==> src/tracker_pkg.sv <==
// Solar tracker shared definitions
// Sample and servo position types, sequencer states and the
// servo range and PWM frame constants

package tracker_pkg;

   ////////////////////////////////////////////////////////////
   // Data types
   ////////////////////////////////////////////////////////////

   // Light sample from the converter
   typedef logic [11:0] sample_t;

   // Servo pulse width in clock cycles
   typedef logic [7:0] position_t;

   ////////////////////////////////////////////////////////////
   // Servo range and PWM frame
   ////////////////////////////////////////////////////////////

   // Sweep range, both axes use the same limits
   localparam position_t PW_MIN  = 8'd20;
   localparam position_t PW_MAX  = 8'd40;
   localparam position_t PW_STEP = 8'd2;

   // Frame length of the servo PWM in cycles
   localparam int PWM_PERIOD = 200;

   // Counter wide enough to cover one frame
   typedef logic [$clog2(PWM_PERIOD)-1:0] frame_count_t;

   ////////////////////////////////////////////////////////////
   // Calibration sequencer states
   ////////////////////////////////////////////////////////////

   typedef enum logic [2:0] {
      idle     = 3'd0,
      sweep_h  = 3'd1,
      settle_h = 3'd2,
      sweep_v  = 3'd3,
      settle_v = 3'd4,
      parked   = 3'd5
   } sweep_state_t;

endpackage

==> src/peak_register.sv <==
// Peak register of the solar tracker
// Keeps the brightest light sample of a run together with the two
// servo positions where it was seen

module peak_register (
   input  logic                   clk,
   input  logic                   reset,

   // From the sequencer
   input  logic                   sweep_clear,
   input  logic                   sample_take,

   // Current sample and where it was taken
   input  tracker_pkg::sample_t   sample,
   input  tracker_pkg::position_t position_h,
   input  tracker_pkg::position_t position_v,

   // Stored maximum
   output tracker_pkg::sample_t   peak_sample,
   output tracker_pkg::position_t peak_h,
   output tracker_pkg::position_t peak_v
);

   import tracker_pkg::*;

   logic new_peak;

   // Strictly greater, so the first of equal samples stays
   assign new_peak = sample_take && (sample > peak_sample);

   ////////////////////////////////////////////////////////////
   // Maximum and its positions
   ////////////////////////////////////////////////////////////

   always_ff @(posedge clk) begin
      if (reset || sweep_clear) begin
         // Empty peak, parks at the bottom if nothing beats zero
         peak_sample <= '0;
         peak_h      <= PW_MIN;
         peak_v      <= PW_MIN;
      end else if (new_peak) begin
         peak_sample <= sample;
         peak_h      <= position_h;
         peak_v      <= position_v;
      end
   end

endmodule

==> src/servo_pwm.sv <==
// Servo PWM generator
// Frame of PWM_PERIOD cycles, high for as many cycles as the
// position latched at the start of the frame

module servo_pwm (
   input  logic                   clk,
   input  logic                   reset,
   input  tracker_pkg::position_t position,
   output logic                   pwm
);

   import tracker_pkg::*;

   frame_count_t frame_count;
   position_t    width;
   logic         frame_start;
   logic         high_next;

   assign frame_start = (frame_count == '0);

   // Count 0 uses the position directly, it is latched on this edge
   assign high_next = frame_start ? (position != '0) : (frame_count < width);

   ////////////////////////////////////////////////////////////
   // Frame counter and output register
   ////////////////////////////////////////////////////////////

   always_ff @(posedge clk) begin
      if (reset) begin
         frame_count <= '0;
         pwm         <= 1'b0;
      end else begin
         if (frame_count == frame_count_t'(PWM_PERIOD - 1)) begin
            frame_count <= '0;
         end else begin
            frame_count <= frame_count + 1'b1;
         end
         pwm <= high_next;
      end
   end

   // Width held for the whole frame
   always_ff @(posedge clk) begin
      if (frame_start) begin
         width <= position;
      end
   end

endmodule

==> src/solar_tracker.sv <==
// Solar tracker core
// Calibration sequencer, peak register and one PWM generator per
// servo axis, all on a single clock

module solar_tracker (
   input  logic                      clk,
   input  logic                      reset,

   // Run start and light samples
   input  logic                      start,
   input  logic                      sample_valid,
   input  tracker_pkg::sample_t      sample,

   // Servo PWM lines
   output logic                      servo_h,
   output logic                      servo_v,

   // Current and best positions
   output tracker_pkg::position_t    position_h,
   output tracker_pkg::position_t    position_v,
   output tracker_pkg::sample_t      peak_sample,
   output tracker_pkg::position_t    peak_h,
   output tracker_pkg::position_t    peak_v,

   // Status
   output tracker_pkg::sweep_state_t state,
   output logic                      busy
);

   // Sequencer to peak register
   logic sample_take;
   logic sweep_clear;

   ////////////////////////////////////////////////////////////
   // Sweep control and peak search
   ////////////////////////////////////////////////////////////

   sweep_sequencer sequencer (
      .clk          (clk),
      .reset        (reset),
      .start        (start),
      .sample_valid (sample_valid),
      .peak_h       (peak_h),
      .peak_v       (peak_v),
      .position_h   (position_h),
      .position_v   (position_v),
      .sample_take  (sample_take),
      .sweep_clear  (sweep_clear),
      .state        (state),
      .busy         (busy)
   );

   peak_register peak (
      .clk         (clk),
      .reset       (reset),
      .sweep_clear (sweep_clear),
      .sample_take (sample_take),
      .sample      (sample),
      .position_h  (position_h),
      .position_v  (position_v),
      .peak_sample (peak_sample),
      .peak_h      (peak_h),
      .peak_v      (peak_v)
   );

   ////////////////////////////////////////////////////////////
   // Servo drivers
   ////////////////////////////////////////////////////////////

   // Horizontal axis
   servo_pwm pwm_h (
      .clk      (clk),
      .reset    (reset),
      .position (position_h),
      .pwm      (servo_h)
   );

   // Vertical axis
   servo_pwm pwm_v (
      .clk      (clk),
      .reset    (reset),
      .position (position_v),
      .pwm      (servo_v)
   );

endmodule

==> src/sweep_sequencer.sv <==
// Calibration sequencer of the solar tracker
// Sweeps the horizontal axis, then the vertical one, one step per
// light sample, and parks both servos at the best position seen

module sweep_sequencer (
   input  logic                      clk,
   input  logic                      reset,

   // Run control and sample strobe
   input  logic                      start,
   input  logic                      sample_valid,

   // Best positions from the peak register
   input  tracker_pkg::position_t    peak_h,
   input  tracker_pkg::position_t    peak_v,

   // Commanded servo positions
   output tracker_pkg::position_t    position_h,
   output tracker_pkg::position_t    position_v,

   // Strobes to the peak register
   output logic                      sample_take,
   output logic                      sweep_clear,

   // Status
   output tracker_pkg::sweep_state_t state,
   output logic                      busy
);

   import tracker_pkg::*;

   ////////////////////////////////////////////////////////////
   // Start and sample qualification
   ////////////////////////////////////////////////////////////

   logic start_ok;
   logic sweeping;

   // New run only from rest, start is dropped mid-sweep
   assign start_ok = start && (state == idle || state == parked);

   // Only the two sweep states take samples
   assign sweeping = (state == sweep_h) || (state == sweep_v);

   // Clear the stored peak on the same edge the run begins
   assign sweep_clear = start_ok;

   // Peak register sees the sample in the cycle it arrives
   assign sample_take = sample_valid && sweeping;

   // Busy covers both sweeps and both settle cycles
   assign busy = state inside {sweep_h, settle_h, sweep_v, settle_v};

   ////////////////////////////////////////////////////////////
   // Calibration FSM with servo position registers
   ////////////////////////////////////////////////////////////

   always_ff @(posedge clk) begin
      if (reset) begin
         state      <= idle;
         position_h <= PW_MIN;
         position_v <= PW_MIN;
      end else begin
         case (state)
            // Waiting for the first run, or resting after one
            idle, parked: begin
               if (start_ok) begin
                  state      <= sweep_h;
                  position_h <= PW_MIN;
                  position_v <= PW_MIN;
               end
            end

            // Horizontal sweep, vertical held at the bottom
            sweep_h: begin
               if (sample_take) begin
                  // Last horizontal position sampled
                  if (position_h == PW_MAX) begin
                     state <= settle_h;
                  end else begin
                     position_h <= position_h + PW_STEP;
                  end
               end
            end

            // One cycle: peak_h is final by now
            settle_h: begin
               position_h <= peak_h;
               position_v <= PW_MIN;
               state      <= sweep_v;
            end

            // Vertical sweep at the best horizontal position
            sweep_v: begin
               if (sample_take) begin
                  if (position_v == PW_MAX) begin
                     state <= settle_v;
                  end else begin
                     position_v <= position_v + PW_STEP;
                  end
               end
            end

            // One cycle: move vertical to its best position
            settle_v: begin
               position_v <= peak_v;
               state      <= parked;
            end

            // Unused encodings fall back to rest
            default: begin
               state <= idle;
            end
         endcase
      end
   end

endmodule

==> config.mk <==
export PLATFORM = sky130hd
export DESIGN_NAME = solar_tracker
export DESIGN_NICKNAME = d
export VERILOG_FILES = /design/src/tracker_pkg.sv /design/src/peak_register.sv /design/src/servo_pwm.sv /design/src/solar_tracker.sv /design/src/sweep_sequencer.sv
export SDC_FILE = /design/constraint.sdc
export NUM_CORES = 1
export LEC_CHECK = 0
export BUFFER_PORTS_ARGS = -buffer_cell sky130_fd_sc_hd__buf_2
export CORE_ASPECT_RATIO = 1.1
export CORE_MARGIN = 2
export CORE_UTILIZATION = 50
export CTS_CLUSTER_SIZE = 14
export DETAILED_ROUTE_END_ITERATION = 6
export GPL_TIMING_DRIVEN = 1
export PLACE_DENSITY_LB_ADDON = 0.15
export SLEW_MARGIN = 20
export SYNTH_ARGS = -nofsm -noshare
export SYNTH_HDL_FRONTEND = slang
export SYNTH_SLANG_ARGS = --single-unit
==> constraint.sdc <==
create_clock -name clk -period 2.69 [get_ports clk]
set_input_delay 0.269 -clock clk [delete_from_list [all_inputs] [get_ports clk]]
set_output_delay 0.269 -clock clk [all_outputs]
set_load 0.01 [all_outputs]
==> impl_metrics.toml, run 1 <==
[drt]
vias = 4105
wl_per_cell_um = 15.5
routed_wirelength_mm = 10.8
wl_met2_mm = 5.21
wl_met1_mm = 4.74
drtAntennaViolNets = 0
drt-initial-drc-count = 239
highest_layer = "met4"
vias_per_cell = 5.92
drc = 0
drt_pass1_iterations = 4
met3_wirelength_um = 584

[synth]
syn_nets = 563
yosysTopAreaCellShare_pct = 28.8
yosys-top-cells-area = "dfxtp_1 29%, edfxtp_1 11%, ha_1 8.9%"
syn_avg_cell_area_um2 = 8.78
synth_edf_count = 16
synthDistinctLibCells = 58
synth_seq_cells = 81
synth_cells = 515
ys_seq_area_share_pct = 39.4
syn_area_um2 = 4520
synth_top_area_cell = "dfxtp_1"
ys.flop_type = "dfxtp_1"
ys_async_sr_fraction_pct = 0
ys_warn_count = 0

[sta]
fin_tns_setup_ps = 0
tightest_slew_ps = 807
rsz0062_at_grt = "no"
fmax_mhz = 428
finClkSkew_ps = 10.2
period_share_pct = 86.9
min_period_ps = 2340
slew_viol_final = 0
finalHoldViolCount = 0
setup_viol = 0
slew_headroom_pct = 46.2

[cells_and_area]
layout.nets = 622
drive_gt1_share_pct = 17.6
utilization_pct = 58.3
n_antenna_cell = 0
finalInstanceArea_um2 = 5140
n_fill_cell = 872
area_delta_synth_final_pct = 13.8

[floorplanning]
start_util_pct = 51.2
die_area_um2 = 9820
core_area_um2 = 8830
die_w_um = 94.6
rows = 36
io_pins = 66
die_h_um = 104

[global_route]
grt_pass1_vias = 3877
track_usage_pct = 22.3
antenna_found_initial = 0
grt_max_degree = 36
grt_pass1_wl_mm = 17.9
gr-total-overflow = 0

[setup_path]
ff2ff_setup_slack_ps = 350
worstSetupPathType = "reg -> reg"
worstPathRequired_ps = 2930
reg2reg_to = "peak.peak_h[6]$_SDFFE_PP0P_"
cp-start-kind = "register"
endpoint_kind = "register"
cp.arrival_ps = 2570
rr_worst_depth = 8
r2r_start = "peak.peak_sample[10]$_SDFFE_PP0P_"
path_max_fanout = 25

[place]
routabilityCongestion = 0.805
dpl-instance-area_um2 = 4970
hpwl_mm = 7.74
io_buffers = 65

[flow_run]
maxCapViolCount = 0

[min_path]
hold_path.class = "in -> reg"
hp-start = "sample[9]"
holdPathEnd = "peak.peak_sample[9]$_SDFFE_PP0P_"
holdPathStages = 3

[clocking]
tritoncts = "built"
htreeDepth = 3
numCtsBuffers = 9
clock-root-buffer = "clkbuf_8"
clk_path_buf_depth = 2
clk_pin_slew_worst_paths_ps = 90
clock-sinks = 81
postCtsSetupBuffers = 0
postCtsHoldBufs = 0
cts_resized = 0
clock_latency_ps = 360

[run_status]
status = "finished clean"

[power_and_ir_drop]
leakage_nw = 2.20
power_density_nw_per_um2 = 483
vdd.ir_drop.worst_uv = 268
==> worst max path at each step <==
stage                                 startpoint  depth (start not counted)                          end
2_1_floorplan  peak.peak_sample[11]$_SDFFE_PP0P_                          9  peak.peak_h[0]$_SDFFE_PP0P_
3_3_place_gp                          sample[10]                          8  peak.peak_v[4]$_SDFFE_PP1P_
3_5_place_dp   peak.peak_sample[10]$_SDFFE_PP0P_                          8  peak.peak_h[6]$_SDFFE_PP0P_
4_1_cts        peak.peak_sample[10]$_SDFFE_PP0P_                          8  peak.peak_h[6]$_SDFFE_PP0P_
5_1_grt        peak.peak_sample[10]$_SDFFE_PP0P_                          8  peak.peak_h[6]$_SDFFE_PP0P_
6_report       peak.peak_sample[10]$_SDFFE_PP0P_                          8  peak.peak_h[6]$_SDFFE_PP0P_
==> state kept, by name, summed over array words and instances (netlist names) <==
| signal | count |
|---|---|
| pwm_v.frame_count | 8 |
| sequencer.state | 3 |
| pwm_v.width | 8 |
| pwm_v.pwm | 1 |
| peak.peak_sample | 12 |
| pwm_h.pwm | 1 |
| peak.peak_v | 8 |
| sequencer.position_v | 8 |
| pwm_h.width | 8 |
| pwm_h.frame_count | 8 |
| sequencer.position_h | 8 |
| peak.peak_h | 8 |
==> kinds of logic after synthesis <==
logic type / share of synthesized area [%]
simple gates: 23.6
compound gates: 17.6
flops: 39.4
buf+inv: 7.06
fa+ha+maj: 8.86
xor+xnor: 3.29
mux: 0.221
==> placed cells by master (no fill, tap or decap), types with 5 or more instances in the layout <==
| cell | instances |
|---|---|
| buf_2 | 65 |
| dfxtp_1 | 65 |
| nand3_1 | 62 |
| inv_1 | 47 |
| nor2_1 | 36 |
| ha_1 | 32 |
| o2111ai_1 | 24 |
| nand2_1 | 19 |
| a21oi_1 | 19 |
| edfxtp_1 | 16 |
| buf_4 | 15 |
| or4_1 | 13 |
| nand4b_1 | 12 |
| nor3_1 | 11 |
| xor2_1 | 9 |
| clkbuf_8 | 9 |
| xnor2_1 | 8 |
| and3_1 | 8 |
| a211oi_1 | 8 |
| o211ai_1 | 8 |
| nand4_1 | 7 |
| nand2b_1 | 7 |
| o21ai_0 | 6 |
| a21o_1 | 6 |
| o22ai_1 | 5 |
==> layout make-up <==
class | count | area [µm²] | area share [%]
clock buffer | 9 | 124 | 2.41
timing repair buffer | 80 | 438 | 8.51
tap | 114 | 143 | 2.77
clock inverter | 7 | 51.3 | 0.997
multi-input combinational | 354 | 2430 | 47.2
inverter | 48 | 180 | 3.50
sequential | 81 | 1780 | 34.6
==> layer usage <==
metal	up-vias	track usage, %
met5	-	0
met2	102	35.5
li1	2039	-
met3	19	5.24
met4	0	8.70
met1	1945	29.1
==> metrics by stage <==
step / setup WS, ps / hold slack (ps) / std cells / total power (W)
2_1_floorplan: 575 / 433 / 515 / 0.00158
3_3_place_gp: 420 / 452 / 677 / 0.00168
3_5_place_dp: 350 / 472 / 677 / 0.00169
4_1_cts: 334 / 199 / 693 / 0.00250
5_1_grt: 160 / 216 / 693 / 0.00260
6_report: 352 / 210 / 693 / 0.00248
==> worst max-delay path, stage by stage, from the launching register on <==
cell and delay, ps:
dfxtp_1 360, inv_1 60, ha_1 320, nand4_1 120
nor2_1 120, o31a_1 670, buf_4 320, nand4b_1 140
nand3_1 90
==> where the power goes <==
part | switching, W | internal, W | total (W) | leakage (nW)
Clock | 0.000477 | 0.000340 | 0.000817 | 0.0826
Sequential | 0.0000402 | 0.00129 | 0.00133 | 0.681
Combinational | 0.000211 | 0.000122 | 0.000333 | 1.44
==> synthesized netlist by cell type (9+ instances only) <==
library cell,instances
dfxtp_1,65
nand3_1,62
inv_1,47
nor2_1,37
ha_1,32
o2111ai_1,24
clkbuf_1,23
a21oi_1,19
nand2_1,19
edfxtp_1,16
or4_1,13
nand4b_1,12
nor3_1,11
xor2_1,9
(Power assumes the default switching activity.)
==> inputs of run 2 (changes only) <==
Settings changed: CORE_UTILIZATION 50 to 45.
==> run 2 against run 1 <==
- power rose by 2.6%
- hold slack gained 11 ps
- fmax is 1.2% higher
- clock power is 5.9% higher
- largest cell class unchanged
- largest power group unchanged
==> impl_metrics.toml, run 2 (same netlist as run 1, synthesis figures left out) <==
[floorplanning]
die_h_um = 109
start_util_pct = 45.9
rows = 38
die_area_um2 = 10900
io_pins = 66
core_area_um2 = 9840
die_w_um = 99.6

[min_path]
hold_path.class = "in -> reg"
holdPathStages = 3

[setup_path]
startpoint = "peak.peak_sample[5]$_SDFFE_PP0P_"
cp_cell_sequence = "inv_1 > ha_1 > a21oi_1 > o21ai_1 > a221o_1 > buf_12 > or4_1 > nand3_1"
worstSetupPathType = "reg -> reg"
crit_cells = 8
ff2ff_setup_slack_ps = 380
reg2reg_to = "peak.peak_sample[9]$_SDFFE_PP0P_"
worstPathRequired_ps = 2970
critPathCapture = "peak.peak_sample[9]$_SDFFE_PP0P_"
rr_worst_depth = 8
slowest_delay_ps = 540
cp-start-kind = "register"
endpoint_kind = "register"
r2r_start = "peak.peak_sample[5]$_SDFFE_PP0P_"
worst-path-buf-inv = 2
path_max_fanout = 29
cp.arrival_ps = 2600
critical-path-slowest-cell = "a221o_1"
critPathTopFamily = "compound AO/OA/AOI/OAI gates"

[clocking]
htreeDepth = 3
numCtsBuffers = 9
clk_pin_slew_worst_paths_ps = 80
clock-sinks = 81
clock_latency_ps = 350
tritoncts = "built"
postCtsHoldBufs = 0
clock-root-buffer = "clkbuf_8"
postCtsSetupBuffers = 0
clk_path_buf_depth = 2
cts_resized = 0

[cells_and_area]
n_fill_cell = 930
top_register = "peak.peak_sample"
area_delta_synth_final_pct = 15.1
layout.nets = 621
drive_gt1_share_pct = 17.0
largest_register_ffs = 12
n_antenna_cell = 0
layout_common_cells = "65 x buf_2, 65 x dfxtp_1, 62 x nand3_1"
seqCellArea_um2 = 1780
multi_input_area_um2 = 2430
finalInstanceArea_um2 = 5200
utilization_pct = 52.9

[sta]
finalHoldViolCount = 0
fin_tns_setup_ps = 0
slew_viol_final = 0
tightest_slew_ps = 661
fin_ws_ps = 379
setup_viol = 0
slew_headroom_pct = 55.6
finClkSkew_ps = 10.3
period_share_pct = 85.9
min_period_ps = 2310
fmax_mhz = 433
rsz0062_at_grt = "no"

[drt]
met3_wirelength_um = 573
wl_per_cell_um = 16.1
wl_met1_mm = 5.06
vias_per_cell = 5.95
routed_wirelength_mm = 11.2
drc = 0
highest_layer = "met4"
drt-initial-drc-count = 209
drt_pass1_iterations = 5
vias = 4145
wl_met2_mm = 5.35
drtAntennaViolNets = 0

[global_route]
grt_pass1_vias = 3770
track_usage_pct = 21.4
grt_pass1_wl_mm = 18.6
antenna_found_initial = 0
grt_max_degree = 45
gr-total-overflow = 0

[power_and_ir_drop]
vdd.ir_drop.worst_uv = 188
power_density_nw_per_um2 = 489
leakage_nw = 2.23
power.total_w = 0.00255

[place]
hpwl_mm = 8.06
routabilityCongestion = 0.842
dpl_worst_slack_ps = 414
dpl-instance-area_um2 = 5020
io_buffers = 65

[run_status]
status = "finished clean"

[flow_run]
maxCapViolCount = 0
run 2: cell count changes in the layout (fill, tap and decap cells not counted), sizes merged:
cell,change
bufinv,+1
buf,-1
clkbuf,+2
clkinv,+2
clkinvlp,-3
inv,-3
run 2: worst min-delay path, stage by stage:
cell	delay, ps
buf_2	90
o2111ai_1	110
nand3_1	70
run 2: final cells by class:
cell class,count,share of cell area [%]
clock inverter,4,0.842
tap,120,2.89
inverter,48,3.46
timing repair buffer,79,9.23
clock buffer,11,2.72
multi-input combinational,354,46.6
sequential,81,34.2
run 2: through the flow:
stage	instances	hold slack (ps)
5_1_grt	697	210
6_report	697	221
4_1_cts	697	191
3_5_place_dp	682	465
3_3_place_gp	682	453
2_1_floorplan	515	433
run 2: worst min-delay path by stage:
stage                               startpoint                          endpoint  slack (ps)
2_1_floorplan  pwm_h.frame_count[0]$_SDFF_PP0_   pwm_h.frame_count[0]$_SDFF_PP0_         430
3_3_place_gp   pwm_h.frame_count[0]$_SDFF_PP0_   pwm_h.frame_count[0]$_SDFF_PP0_         450
3_5_place_dp   pwm_h.frame_count[0]$_SDFF_PP0_   pwm_h.frame_count[0]$_SDFF_PP0_         460
4_1_cts                              sample[0]  peak.peak_sample[0]$_SDFFE_PP0P_         190
5_1_grt                              sample[2]  peak.peak_sample[2]$_SDFFE_PP0P_         210
6_report                             sample[0]  peak.peak_sample[0]$_SDFFE_PP0P_         220
run 2: where the power goes:
group / total, W / switching (W) / internal, W
clock: 0.000865 / 0.000421 / 0.000444
sequential: 0.00133 / 0.0000408 / 0.00129
combinational: 0.000349 / 0.000215 / 0.000133
run 2: metal layers:
metal  up-vias  global-route usage (%)
li1       2033                       -
met1      1975                    27.8
met2       120                    35.5
met3        17                    4.49
met4         0                    7.05
met5         -                       0
==> inputs of run 3 (changes only) <==
==> constraint.sdc (replaced) <==
create_clock -name clk -period 2.12 [get_ports clk]
set_input_delay 0.106 -clock clk [delete_from_list [all_inputs] [get_ports clk]]
set_output_delay 0.106 -clock clk [all_outputs]
set_load 0.01 [all_outputs]
==> run 3 against run 2 <==
- fmax rose by 12%
- count of clock-buffer cells in the layout fell by 1
- sequential share of layout area is 2.3 points lower
- sequential power is 26% higher
- design area up 8.0%
- largest power group unchanged
- first-iteration DRC count is 22% higher
- final cell count is 4.0% higher
- clock power is 47% higher
- die area is the same
==> impl_metrics.toml, run 3 (same netlist as run 1, synthesis figures left out) <==
[power_and_ir_drop]
power_density_nw_per_um2 = 620
leakage_nw = 2.41
vdd.ir_drop.worst_uv = 364

[flow_run]
maxCapViolCount = 0

[cells_and_area]
multi_input_area_um2 = 2550
area_delta_synth_final_pct = 24.4
finalInstanceArea_um2 = 5620
n_antenna_cell = 0
seqCellArea_um2 = 1790
layout_common_cells = "66 x buf_2, 62 x nand3_1, 56 x dfxtp_1"
drive_gt1_share_pct = 25.8
layout.nets = 648
top_register = "peak.peak_sample"
final_common_cell = "buf_2"
n_fill_cell = 875
largest_register_ffs = 12

[setup_path]
critical-path-slowest-cell = "a221o_2"
worstSetupPathType = "reg -> reg"
path_max_fanout = 6
slowest_delay_ps = 500
endpoint_kind = "register"
startpoint = "peak.peak_sample[11]$_SDFFE_PP0P_"
cp.arrival_ps = 2370
r2r_start = "peak.peak_sample[11]$_SDFFE_PP0P_"
worstPathRequired_ps = 2420
cp_cell_sequence = "inv_2 > ha_4 > and4_1 > a221o_2 > buf_6 > or4_1 > nand3_1"
cp-start-kind = "register"
rr_worst_depth = 7

[sta]
fin_ws_ps = 56.7
rsz0062_at_grt = "yes"
period_share_pct = 97.3
min_period_ps = 2060
finClkSkew_ps = 8.05
finalHoldViolCount = 0
fmax_mhz = 485
slew_viol_final = 0
tightest_slew_ps = 720
setup_viol = 0
slew_headroom_pct = 51.7

[clocking]
clk_path_buf_depth = 2
clock-root-buffer = "clkbuf_8"
tritoncts = "built"
clk_pin_slew_worst_paths_ps = 90
numCtsBuffers = 9
clock-sinks = 81
clock_latency_ps = 360
postCtsHoldBufs = 0
htreeDepth = 3

[place]
dpl-instance-area_um2 = 5160
dpl_worst_slack_ps = -28.6
hpwl_mm = 8.02
routabilityCongestion = 0.807
io_buffers = 65

[min_path]
hp-start = "sample[1]"
hold_path.class = "in -> reg"
holdPathStages = 3

[floorplanning]
die_h_um = 109
rows = 38
core_area_um2 = 9840
start_util_pct = 45.9
die_area_um2 = 10900
die_w_um = 99.6
io_pins = 66

[drt]
drtAntennaViolNets = 0
routed_wirelength_mm = 11.6
drt-initial-drc-count = 254
wl_per_cell_um = 16.1
vias_per_cell = 5.73
vias = 4152
drc = 0
drt_pass1_iterations = 4

[global_route]
grt_max_degree = 65
grt_pass1_wl_mm = 18.3
grt_pass1_vias = 3838
gr-total-overflow = 0
antenna_found_initial = 0
track_usage_pct = 20.9

[run_status]
status = "finished clean"
run 3: power by group:
part	total, W	switching, W	internal [W]
Combinational	0.000538	0.000314	0.000224
Clock	0.00127	0.000579	0.000687
Sequential	0.00168	0.0000399	0.00164
Total	0.00348	0.000933	0.00255
run 3: through the flow:
step           utilization, %  total power (W)  std cells  hold slack [ps]  setup TNS (ps)
2_1_floorplan               -          0.00201        515              289               0
5_1_grt                  57.1          0.00364        725             42.2            -114
6_report                 57.1          0.00348        725             33.6               0
3_5_place_dp             52.5          0.00218        703              407           -45.2
4_1_cts                  54.8          0.00345        719             23.0               0
3_3_place_gp             52.5          0.00217        703              401           -1.75
run 3: metal layers:
| metal | vias to the layer above | wire (µm) | global-route usage, % |
|---|---|---|---|
| met5 | - | 0 | 0 |
| met4 | 0 | 112 | 9.39 |
| li1 | 2089 | - | - |
| met3 | 9 | 687 | 3.91 |
| met1 | 1947 | 5090 | 27.0 |
| met2 | 107 | 5750 | 34.2 |
run 3: worst max-delay path: cells and delay by family (launching register included):
family / cells / cell delay (ps)
fa+ha+maj: 1 / 210
buf+inv: 2 / 220
simple gates: 3 / 710
compound gates: 1 / 500
flops: 1 / 360
run 3: area by class of cell:
cell class	count	share of cell area (%)
Timing Repair Buffer	106	12.9
Clock buffer	10	2.45
Inverter	48	3.20
Tap cell	120	2.67
Sequential cell	81	31.9
Clock inverter	6	1.45
Multi-Input combinational cell	354	45.4
run 3: path summary, 6_finish.rpt:
check / slack (ps) / endpoint
max: 60 / peak.peak_sample[2]$_SDFFE_PP0P_
min: 30 / peak.peak_sample[1]$_SDFFE_PP0P_
max reg2reg: 60 / peak.peak_sample[2]$_SDFFE_PP0P_
min reg2reg: 480 / pwm_v.frame_count[0]$_SDFF_PP0_
run 3: what timing repair did:
action,CTS,global route
gates cloned,0,4
setup endpoints to repair,7,27
resized for setup,3,33
setup buffers,0,2
pin swaps,0,4
